**src/source/fp_pkg.sv**
```systemverilog
package fp_pkg;

	//////////////////////////////////////////////////////////////////////
	// Single-precision format

	localparam int WORD_W   = 32;
	localparam int EXP_W    = 8;
	localparam int MAN_W    = 23;
	localparam int EXP_BIAS = 127;
	localparam int EXP_MAX  = 255;

	// Hidden bit, fraction, then guard, round and sticky
	localparam int SIG_W = 27;

	//////////////////////////////////////////////////////////////////////
	// AXI4-Lite register map

	localparam int ADDR_W = 4;

	localparam logic [ADDR_W-1:0] REG_A      = 4'h0;
	localparam logic [ADDR_W-1:0] REG_B      = 4'h4;
	localparam logic [ADDR_W-1:0] REG_CTRL   = 4'h8;
	localparam logic [ADDR_W-1:0] REG_RESULT = 4'hC;

	// Response codes
	localparam logic [1:0] RESP_OKAY   = 2'b00;
	localparam logic [1:0] RESP_SLVERR = 2'b10;

endpackage

```
**src/source/fp_align.sv**
```systemverilog
`timescale 1ns/1ps

module fp_align import fp_pkg::*; (
	input  logic             clk,
	input  logic             reset,
	input  logic             in_valid,
	input  logic [WORD_W-1:0] in_a,
	input  logic [WORD_W-1:0] in_b,
	output logic             out_valid,
	output logic             out_sign_big,
	output logic             out_sign_small,
	output logic [EXP_W-1:0] out_exp,
	output logic [SIG_W-1:0] out_sig_big,
	output logic [SIG_W-1:0] out_sig_small
);

	logic [EXP_W-1:0]  exp_a;
	logic [EXP_W-1:0]  exp_b;
	logic [SIG_W-1:0]  sig_a;
	logic [SIG_W-1:0]  sig_b;
	logic [WORD_W-2:0] mag_a;
	logic [WORD_W-2:0] mag_b;
	logic              a_big;
	logic [EXP_W-1:0]  exp_big;
	logic [EXP_W-1:0]  exp_small;
	logic [EXP_W-1:0]  exp_diff;
	logic [SIG_W-1:0]  sig_small;
	logic [SIG_W-1:0]  lost_mask;
	logic [SIG_W-1:0]  sig_shifted;

	// Unpack, exponent zero flushes to a zero significand
	assign exp_a = in_a[WORD_W-2 -: EXP_W];
	assign exp_b = in_b[WORD_W-2 -: EXP_W];
	assign sig_a = (exp_a == '0) ? '0 : {1'b1, in_a[MAN_W-1:0], {(SIG_W-MAN_W-1){1'b0}}};
	assign sig_b = (exp_b == '0) ? '0 : {1'b1, in_b[MAN_W-1:0], {(SIG_W-MAN_W-1){1'b0}}};
	assign mag_a = (exp_a == '0) ? '0 : in_a[WORD_W-2:0];
	assign mag_b = (exp_b == '0) ? '0 : in_b[WORD_W-2:0];

	// Exponent above fraction, so one compare orders by magnitude
	assign a_big     = mag_a >= mag_b;
	assign exp_big   = a_big ? exp_a : exp_b;
	assign exp_small = a_big ? exp_b : exp_a;
	assign sig_small = a_big ? sig_b : sig_a;
	assign exp_diff  = exp_big - exp_small;

	always_comb begin
		lost_mask = ~({SIG_W{1'b1}} << exp_diff);
		if (exp_diff >= SIG_W) begin
			sig_shifted = {{(SIG_W-1){1'b0}}, |sig_small};
		end else begin
			sig_shifted = sig_small >> exp_diff;
			sig_shifted[0] = sig_shifted[0] | (|(sig_small & lost_mask));
		end
	end

	always_ff @(posedge clk) begin
		if (reset) begin
			out_valid <= 1'b0;
		end else begin
			out_valid <= in_valid;
		end
	end

	always_ff @(posedge clk) begin
		if (in_valid) begin
			out_sign_big   <= a_big ? in_a[WORD_W-1] : in_b[WORD_W-1];
			out_sign_small <= a_big ? in_b[WORD_W-1] : in_a[WORD_W-1];
			out_exp        <= exp_big;
			out_sig_big    <= a_big ? sig_a : sig_b;
			out_sig_small  <= sig_shifted;
		end
	end

endmodule

```
**src/source/fp_mantissa_add.sv**
```systemverilog
`timescale 1ns/1ps

module fp_mantissa_add import fp_pkg::*; (
	input  logic             clk,
	input  logic             reset,
	input  logic             in_valid,
	input  logic             in_sign_big,
	input  logic             in_sign_small,
	input  logic [EXP_W-1:0] in_exp,
	input  logic [SIG_W-1:0] in_sig_big,
	input  logic [SIG_W-1:0] in_sig_small,
	output logic             out_valid,
	output logic             out_sign,
	output logic [EXP_W-1:0] out_exp,
	output logic [SIG_W:0]   out_sum
);

	logic [SIG_W:0] sum;

	// Big minus small never goes negative
	always_comb begin
		if (in_sign_big == in_sign_small) begin
			sum = {1'b0, in_sig_big} + {1'b0, in_sig_small};
		end else begin
			sum = {1'b0, in_sig_big} - {1'b0, in_sig_small};
		end
	end

	always_ff @(posedge clk) begin
		if (reset) begin
			out_valid <= 1'b0;
		end else begin
			out_valid <= in_valid;
		end
	end

	always_ff @(posedge clk) begin
		if (in_valid) begin
			out_sign <= in_sign_big;
			out_exp  <= in_exp;
			out_sum  <= sum;
		end
	end

endmodule

```
**src/source/fp_normalize.sv**
```systemverilog
`timescale 1ns/1ps

module fp_normalize import fp_pkg::*; (
	input  logic             clk,
	input  logic             reset,
	input  logic             in_valid,
	input  logic             in_sign,
	input  logic [EXP_W-1:0] in_exp,
	input  logic [SIG_W:0]   in_sum,
	output logic             out_valid,
	output logic             out_sign,
	output logic [EXP_W-1:0] out_exp,
	output logic [SIG_W-1:0] out_sig,
	output logic             out_zero
);

	localparam int LZ_W = $clog2(SIG_W + 1);

	logic [LZ_W-1:0]  lz;
	logic [SIG_W-1:0] sig_n;
	logic [EXP_W-1:0] exp_n;
	logic             zero_n;

	// Leading zeros below the carry bit, highest set bit wins
	always_comb begin
		lz = LZ_W'(SIG_W);
		for (int i = 0; i < SIG_W; i++) begin
			if (in_sum[i]) begin
				lz = LZ_W'(SIG_W - 1 - i);
			end
		end
	end

	always_comb begin
		if (in_sum[SIG_W]) begin
			// Carry out, fold the dropped bit into sticky
			sig_n  = {in_sum[SIG_W:2], in_sum[1] | in_sum[0]};
			exp_n  = in_exp + 1'b1;
			zero_n = 1'b0;
		end else begin
			sig_n  = in_sum[SIG_W-1:0] << lz;
			exp_n  = in_exp - EXP_W'(lz);
			// Exact zero, or exponent would drop to 0 or below
			zero_n = (in_sum == '0) || (EXP_W'(lz) >= in_exp);
		end
	end

	always_ff @(posedge clk) begin
		if (reset) begin
			out_valid <= 1'b0;
		end else begin
			out_valid <= in_valid;
		end
	end

	always_ff @(posedge clk) begin
		if (in_valid) begin
			out_sign <= in_sign;
			out_exp  <= exp_n;
			out_sig  <= sig_n;
			out_zero <= zero_n;
		end
	end

endmodule

```
**src/source/fp_round.sv**
```systemverilog
`timescale 1ns/1ps

module fp_round import fp_pkg::*; (
	input  logic              clk,
	input  logic              reset,
	input  logic              in_valid,
	input  logic              in_sign,
	input  logic [EXP_W-1:0]  in_exp,
	input  logic [SIG_W-1:0]  in_sig,
	input  logic              in_zero,
	output logic              out_valid,
	output logic [WORD_W-1:0] out_data
);

	logic             round_up;
	logic [MAN_W+1:0] mant;
	logic [MAN_W-1:0] frac;
	logic [EXP_W:0]   exp_r;
	logic [WORD_W-1:0] packed_word;

	// Guard is bit 2, round bit 1, sticky bit 0, result lsb bit 3
	assign round_up = in_sig[2] & (in_sig[1] | in_sig[0] | in_sig[3]);
	assign mant     = {1'b0, in_sig[SIG_W-1:3]} + round_up;

	// Rounding carry leaves 1.000..., so renormalize by one
	assign frac  = mant[MAN_W+1] ? mant[MAN_W:1] : mant[MAN_W-1:0];
	assign exp_r = {1'b0, in_exp} + mant[MAN_W+1];

	always_comb begin
		if (in_zero) begin
			packed_word = '0;
		end else if (exp_r >= EXP_MAX) begin
			packed_word = {in_sign, {EXP_W{1'b1}}, {MAN_W{1'b0}}};
		end else begin
			packed_word = {in_sign, exp_r[EXP_W-1:0], frac};
		end
	end

	always_ff @(posedge clk) begin
		if (reset) begin
			out_valid <= 1'b0;
		end else begin
			out_valid <= in_valid;
		end
	end

	always_ff @(posedge clk) begin
		if (in_valid) begin
			out_data <= packed_word;
		end
	end

endmodule

```
**src/source/fp_add_sub.sv**
```systemverilog
`timescale 1ns/1ps

module fp_add_sub import fp_pkg::*; (
	input  logic              clk,
	input  logic              reset,
	input  logic              op_valid,
	input  logic [WORD_W-1:0] op_a,
	input  logic [WORD_W-1:0] op_b,
	input  logic              op_sub,
	output logic              res_valid,
	output logic [WORD_W-1:0] res_data
);

	logic [WORD_W-1:0] b_eff;

	logic             s1_valid;
	logic             s1_sign_big;
	logic             s1_sign_small;
	logic [EXP_W-1:0] s1_exp;
	logic [SIG_W-1:0] s1_sig_big;
	logic [SIG_W-1:0] s1_sig_small;

	logic             s2_valid;
	logic             s2_sign;
	logic [EXP_W-1:0] s2_exp;
	logic [SIG_W:0]   s2_sum;

	logic             s3_valid;
	logic             s3_sign;
	logic [EXP_W-1:0] s3_exp;
	logic [SIG_W-1:0] s3_sig;
	logic             s3_zero;

	// Subtract is add with B negated
	assign b_eff = {op_b[WORD_W-1] ^ op_sub, op_b[WORD_W-2:0]};

	//////////////////////////////////////////////////////////////////////
	// Align, add, normalize, round

	fp_align i_align (
		.clk           (clk),
		.reset         (reset),
		.in_valid      (op_valid),
		.in_a          (op_a),
		.in_b          (b_eff),
		.out_valid     (s1_valid),
		.out_sign_big  (s1_sign_big),
		.out_sign_small(s1_sign_small),
		.out_exp       (s1_exp),
		.out_sig_big   (s1_sig_big),
		.out_sig_small (s1_sig_small)
	);

	fp_mantissa_add i_mantissa_add (
		.clk          (clk),
		.reset        (reset),
		.in_valid     (s1_valid),
		.in_sign_big  (s1_sign_big),
		.in_sign_small(s1_sign_small),
		.in_exp       (s1_exp),
		.in_sig_big   (s1_sig_big),
		.in_sig_small (s1_sig_small),
		.out_valid    (s2_valid),
		.out_sign     (s2_sign),
		.out_exp      (s2_exp),
		.out_sum      (s2_sum)
	);

	fp_normalize i_normalize (
		.clk      (clk),
		.reset    (reset),
		.in_valid (s2_valid),
		.in_sign  (s2_sign),
		.in_exp   (s2_exp),
		.in_sum   (s2_sum),
		.out_valid(s3_valid),
		.out_sign (s3_sign),
		.out_exp  (s3_exp),
		.out_sig  (s3_sig),
		.out_zero (s3_zero)
	);

	fp_round i_round (
		.clk      (clk),
		.reset    (reset),
		.in_valid (s3_valid),
		.in_sign  (s3_sign),
		.in_exp   (s3_exp),
		.in_sig   (s3_sig),
		.in_zero  (s3_zero),
		.out_valid(res_valid),
		.out_data (res_data)
	);

endmodule

```
**src/source/fp_axil_regs.sv**
```systemverilog
`timescale 1ns/1ps

module fp_axil_regs import fp_pkg::*; (
	input  logic                clk,
	input  logic                reset,
	input  logic                awvalid,
	output logic                awready,
	input  logic [ADDR_W-1:0]   awaddr,
	input  logic                wvalid,
	output logic                wready,
	input  logic [WORD_W-1:0]   wdata,
	input  logic [WORD_W/8-1:0] wstrb,
	output logic                bvalid,
	input  logic                bready,
	output logic [1:0]          bresp,
	input  logic                arvalid,
	output logic                arready,
	input  logic [ADDR_W-1:0]   araddr,
	output logic                rvalid,
	input  logic                rready,
	output logic [WORD_W-1:0]   rdata,
	output logic [1:0]          rresp,
	input  logic                res_valid,
	input  logic [WORD_W-1:0]   res_data,
	output logic                op_valid,
	output logic [WORD_W-1:0]   op_a,
	output logic [WORD_W-1:0]   op_b,
	output logic                op_sub
);

	logic              wr_en;
	logic              rd_en;
	logic              busy;
	logic [WORD_W-1:0] result;

	//////////////////////////////////////////////////////////////////////
	// Write channel

	assign wready = awready;
	assign wr_en  = awready && awvalid && wvalid;

	// One-cycle accept pulse, held off while bvalid waits
	always_ff @(posedge clk) begin
		if (reset) begin
			awready <= 1'b0;
		end else begin
			awready <= awvalid && wvalid && !bvalid && !awready;
		end
	end

	always_ff @(posedge clk) begin
		if (reset) begin
			bvalid   <= 1'b0;
			bresp    <= RESP_OKAY;
			op_valid <= 1'b0;
			busy     <= 1'b0;
			result   <= '0;
		end else begin
			op_valid <= 1'b0;
			if (bvalid && bready) begin
				bvalid <= 1'b0;
			end
			if (res_valid) begin
				result <= res_data;
				busy   <= 1'b0;
			end
			if (wr_en) begin
				bvalid <= 1'b1;
				bresp  <= RESP_OKAY;
				if (awaddr == REG_CTRL) begin
					if (busy) begin
						bresp <= RESP_SLVERR;
					end else begin
						op_valid <= 1'b1;
						busy     <= 1'b1;
					end
				end
			end
		end
	end

	// Operand and opcode storage, result register is read only
	always_ff @(posedge clk) begin
		if (wr_en) begin
			case (awaddr)
				REG_A: op_a <= wdata;
				REG_B: op_b <= wdata;
				REG_CTRL: begin
					if (!busy) begin
						op_sub <= wdata[0];
					end
				end
				default: ;
			endcase
		end
	end

	//////////////////////////////////////////////////////////////////////
	// Read channel

	assign arready = !rvalid;
	assign rd_en   = arvalid && arready;
	assign rresp   = RESP_OKAY;

	always_ff @(posedge clk) begin
		if (reset) begin
			rvalid <= 1'b0;
		end else if (rd_en) begin
			rvalid <= 1'b1;
		end else if (rready) begin
			rvalid <= 1'b0;
		end
	end

	always_ff @(posedge clk) begin
		if (rd_en) begin
			case (araddr)
				REG_A:      rdata <= op_a;
				REG_B:      rdata <= op_b;
				REG_CTRL:   rdata <= {{(WORD_W-1){1'b0}}, busy};
				REG_RESULT: rdata <= result;
				default:    rdata <= '0;
			endcase
		end
	end

endmodule

```
**src/source/fp_accel_top.sv**
```systemverilog
`timescale 1ns/1ps

module fp_accel_top import fp_pkg::*; (
	input  logic                clk,
	input  logic                reset,
	input  logic                awvalid,
	output logic                awready,
	input  logic [ADDR_W-1:0]   awaddr,
	input  logic                wvalid,
	output logic                wready,
	input  logic [WORD_W-1:0]   wdata,
	input  logic [WORD_W/8-1:0] wstrb,
	output logic                bvalid,
	input  logic                bready,
	output logic [1:0]          bresp,
	input  logic                arvalid,
	output logic                arready,
	input  logic [ADDR_W-1:0]   araddr,
	output logic                rvalid,
	input  logic                rready,
	output logic [WORD_W-1:0]   rdata,
	output logic [1:0]          rresp
);

	logic              op_valid;
	logic [WORD_W-1:0] op_a;
	logic [WORD_W-1:0] op_b;
	logic              op_sub;
	logic              res_valid;
	logic [WORD_W-1:0] res_data;

	fp_axil_regs i_regs (
		.clk      (clk),
		.reset    (reset),
		.awvalid  (awvalid),
		.awready  (awready),
		.awaddr   (awaddr),
		.wvalid   (wvalid),
		.wready   (wready),
		.wdata    (wdata),
		.wstrb    (wstrb),
		.bvalid   (bvalid),
		.bready   (bready),
		.bresp    (bresp),
		.arvalid  (arvalid),
		.arready  (arready),
		.araddr   (araddr),
		.rvalid   (rvalid),
		.rready   (rready),
		.rdata    (rdata),
		.rresp    (rresp),
		.res_valid(res_valid),
		.res_data (res_data),
		.op_valid (op_valid),
		.op_a     (op_a),
		.op_b     (op_b),
		.op_sub   (op_sub)
	);

	// Four-cycle add/subtract pipeline
	fp_add_sub i_add_sub (
		.clk      (clk),
		.reset    (reset),
		.op_valid (op_valid),
		.op_a     (op_a),
		.op_b     (op_b),
		.op_sub   (op_sub),
		.res_valid(res_valid),
		.res_data (res_data)
	);

endmodule

```
**config.mk**
```make
export PLATFORM = sky130hd
export DESIGN_NAME = fp_accel_top
export DESIGN_NICKNAME = d
export VERILOG_FILES = /design/src/source/fp_pkg.sv /design/src/source/fp_align.sv /design/src/source/fp_mantissa_add.sv /design/src/source/fp_normalize.sv /design/src/source/fp_round.sv /design/src/source/fp_add_sub.sv /design/src/source/fp_axil_regs.sv /design/src/source/fp_accel_top.sv
export SDC_FILE = /design/constraint.sdc
export NUM_CORES = 1
export LEC_CHECK = 0
export ABC_AREA = 1
export BUFFER_PORTS_ARGS = -buffer_cell sky130_fd_sc_hd__buf_2
export CORE_MARGIN = 5
export CORE_UTILIZATION = 63
export DETAILED_ROUTE_END_ITERATION = 8
export GPL_TIMING_DRIVEN = 1
export PLACE_DENSITY_LB_ADDON = 0.12
export SKIP_LAST_GASP = 1
export SYNTH_ARGS = -nofsm -noshare
export SYNTH_HDL_FRONTEND = slang
export SYNTH_SLANG_ARGS = --single-unit
```
**constraint.sdc**
```tcl
create_clock -name clk -period 5.64 [get_ports clk]
set_input_delay 0.564 -clock clk [delete_from_list [all_inputs] [get_ports clk]]
set_output_delay 0.564 -clock clk [all_outputs]
set_load 0.1 [all_outputs]
```
==> flow_summary.toml <==
[placed_design]
routabilityCongestion = 0.993
io_buffers = 84
dp_hpwl_mm = 41.2

[global_routing]
grt_pass1_wl_mm = 87.2
antenna_found_initial = 1
grt_pass1_vias = 15700
track_usage_pct = 33.2
grt_max_degree = 63
grt-ovfl-total = 0

[synth]
synth-edff-count = 264
dominantRegCellSynth = "edfxtp_1"
ys_seq_elements = 306
yosysSeqAreaShare_pct = 47.3
synthCells = 2236
synth_top_area_share_pct = 42.7
yosysUniqueCellTypes = 59
async_flop_share_pct = 0
synth_area_leaders = "edfxtp_1 43%, nand3_1 8.9%, nand2_1 8.6%, nor2_1 5.0%, inv_1 4.7%"
syn_area_mm2 = 0.0186
ys_warn_count = 0
syn_avg_cell_area_um2 = 8.30
synth_top_area_cell = "edfxtp_1"

[layout]
fin_nets = 2414
utilization_pct = 71.2
num-fill-cells = 2225
seq_area_mm2 = 0.00877
area_growth_pct = 10.7
multi_input_area_mm2 = 0.00848
layout-drive-gt1-share_pct = 9.61

[critical_path]
path_buf_inv = 6
startpoint = "i_regs.op_b[27]"
rr_startpoint = "i_regs.op_b[27]"
crit_slowest_cell = "edfxtp_1"
end_kind = "flip-flop"
critPathKind = "flip-flop to flip-flop"
cp.required_ns = 5.89
critPathArrivalTime_ns = 5.47
cpLargestDelayFamily = "simple AND/OR/NAND/NOR gates"
worstPathMaxFanout = 27
slowest_delay_ns = 0.38
critPathLaunchType = "flip-flop"

[die]
pin_count = 92
placementRows = 62
core_area_mm2 = 0.0289
die-area_mm2 = 0.0330
die_y_um = 182
start_util_pct = 64.3
dieWidth_um = 182

[hold_path]
hold_class = "input pin to flip-flop"
holdCritStartpoint = "wdata[7]"

[detailed_routing]
viasPerCell = 6.28
wirelength_mm = 56.3
dr.pass1.iters = 8
drtAntennaViolNets = 0
drc_errors = 0
routed-via-count = 17000
wl_per_cell_um = 20.8
drtIter0Drc = 2462

[clock_network]
h-tree-depth = 2
cts_setup_buffers = 0
cts_max_path_buffers = 3
clock_latency_ns = 0.53
clk_pin_slew_ns = 0.06
numCtsBuffers = 34
ctsHoldBuffers = 0
cts.sinks = 306
cts_tree = "built"
cts-root-buf = "clkbuf_16"

[timing]
setup_tns_ns = 0
rsz0062_at_grt = "false"
tightest_slew_ns = 1.09
fmax_mhz = 192
skew_ns = 0.0219
slew_headroom_pct = 27.5
setup_viol = 0
slew_viol_final = 0
holdWs_ns = 0.220
hold_viol = 0
finalCriticalPeriod_ns = 5.22
fin_crit_sh_pct = 92.5

[pwr]
power.density_mw_per_mm2 = 247
ir_worst_vdd_mv = 0.492
seq_power_share_pct = 48.4
internal_power_w = 0.00397
clkPwrFrac_pct = 47.5
swShare_pct = 21.8
power_leakage_nw = 8.64
power_switching_w = 0.00111
combPwrFrac_pct = 4.0

[run_status]
status = "complete, no violations"

[job]
maxCapViolCount = 0
## cell type report
| class | count | area share [%] |
|---|---|---|
| well taps | 384 | 2.34 |
| diodes | 2 | 0.0244 |
| multi-input cells | 1593 | 41.3 |
| clock buffers | 37 | 4.20 |
| inverters | 240 | 4.39 |
| flip-flops and latches | 306 | 42.7 |
| clock inverters | 24 | 1.72 |
| repair buffers | 120 | 3.38 |
## through the flow
step                std cells  total power [W]  setup slack, ns  cell area (um2)
CTS                      2704          0.00509            0.367            20500
global placement         2643          0.00271            0.439            19300
finish                   2706          0.00508            0.421            20500
detailed placement       2643          0.00271            0.392            19300
global route             2706          0.00520           0.0235            20500
floorplan                2238          0.00266            0.656            18600
## Yosys cell counts (5+ instances only)
cell	n
nand2_1	425
nand3_1	329
edfxtp_1	264
nor2_1	247
inv_1	233
o21ai_0	116
a21oi_1	88
clkbuf_1	67
ha_1	66
xor2_1	51
dfxtp_1	42
o22ai_1	41
nand4_1	38
o221ai_1	25
xnor2_1	24
nor3_1	20
nor4_1	18
buf_1	14
a31oi_1	12
o21ai_1	10
buf_2	8
o211ai_1	8
nand2_2	7
o31ai_1	7
buf_4	6
nand2_4	5
nand3_2	5
nand3b_1	5
nor2_2	5
or2_2	5
## cells by family after synthesis
group | synth area share (%)
other | 0.0202
buffers and inverters | 7.24
AO/OA/AOI/OAI | 10.1
XOR/XNOR | 3.63
flip-flops | 47.3
adder cells (fa/ha/maj) | 4.67
AND/OR/NAND/NOR | 27.1
## flip-flops by register name (all words and copies together) (netlist names), 8 cells and up
signal / flops
i_add_sub.i_align.out_exp: 8
i_add_sub.i_normalize.out_exp: 8
i_regs.op_a: 32
i_add_sub.i_mantissa_add.out_sum: 28
i_add_sub.i_mantissa_add.out_exp: 8
i_add_sub.i_round.out_data: 32
i_add_sub.i_align.out_sig_small: 27
i_regs.rdata: 32
i_add_sub.i_normalize.out_sig: 27
i_regs.op_b: 32
i_add_sub.i_align.out_sig_big: 24
i_regs.result: 32
## power groups by stage
stage / Clock, W / Combinational [W] / Sequential (W)
6_report: 0.00241 / 0.000205 / 0.00246
5_1_grt: 0.00253 / 0.000213 / 0.00246
4_1_cts: 0.00242 / 0.000205 / 0.00246
3_5_place_dp: 0 / 0.000204 / 0.00251
3_3_place_gp: 0 / 0.000201 / 0.00251
2_1_floorplan: 0 / 0.0000508 / 0.00261
## metal layers
layer | track usage (%) | share of wire, % | vias up
met1 | 45.6 | 40 | 7927
met4 | 15.0 | 5.5 | 0
met5 | 0 | 0 | -
met2 | 52.6 | 45 | 1041
li1 | - | - | 7826
met3 | 4.78 | 9.6 | 197
## repair_timing
item,in CTS,in global routing
endpoints found under the hold margin,0,0
setup endpoints to repair,0,13
resized for setup,0,2
## path summary, 6_finish.rpt
check / slack [ns] / endpoint / depth (start not counted)
max: 0.42 / i_add_sub.i_align.out_sig_small[0] / 32
min: 0.22 / i_regs.op_a[7] / 1
max reg2reg: 0.42 / i_add_sub.i_align.out_sig_small[0] / 32
min reg2reg: 0.43 / i_add_sub.i_mantissa_add.out_exp[7] / 0
## cell usage in the layout (no fill, tap or decap), drive strengths merged, types with 12 or more instances in the layout
cell,netlist,final
nor2,256,256
nor4,18,18
nand2,438,438
inv,237,239
o21ai,126,126
dfxtp,42,42
nand3,335,335
clkinv,3,14
o221ai,25,25
nor3,22,22
xor2,52,52
o22ai,41,41
clkbuf,67,37
a31oi,12,12
edfxtp,264,264
a21oi,89,89
buf,32,120
xnor2,24,24
nand4,39,39
ha,66,66
(Power assumes the default switching activity.)
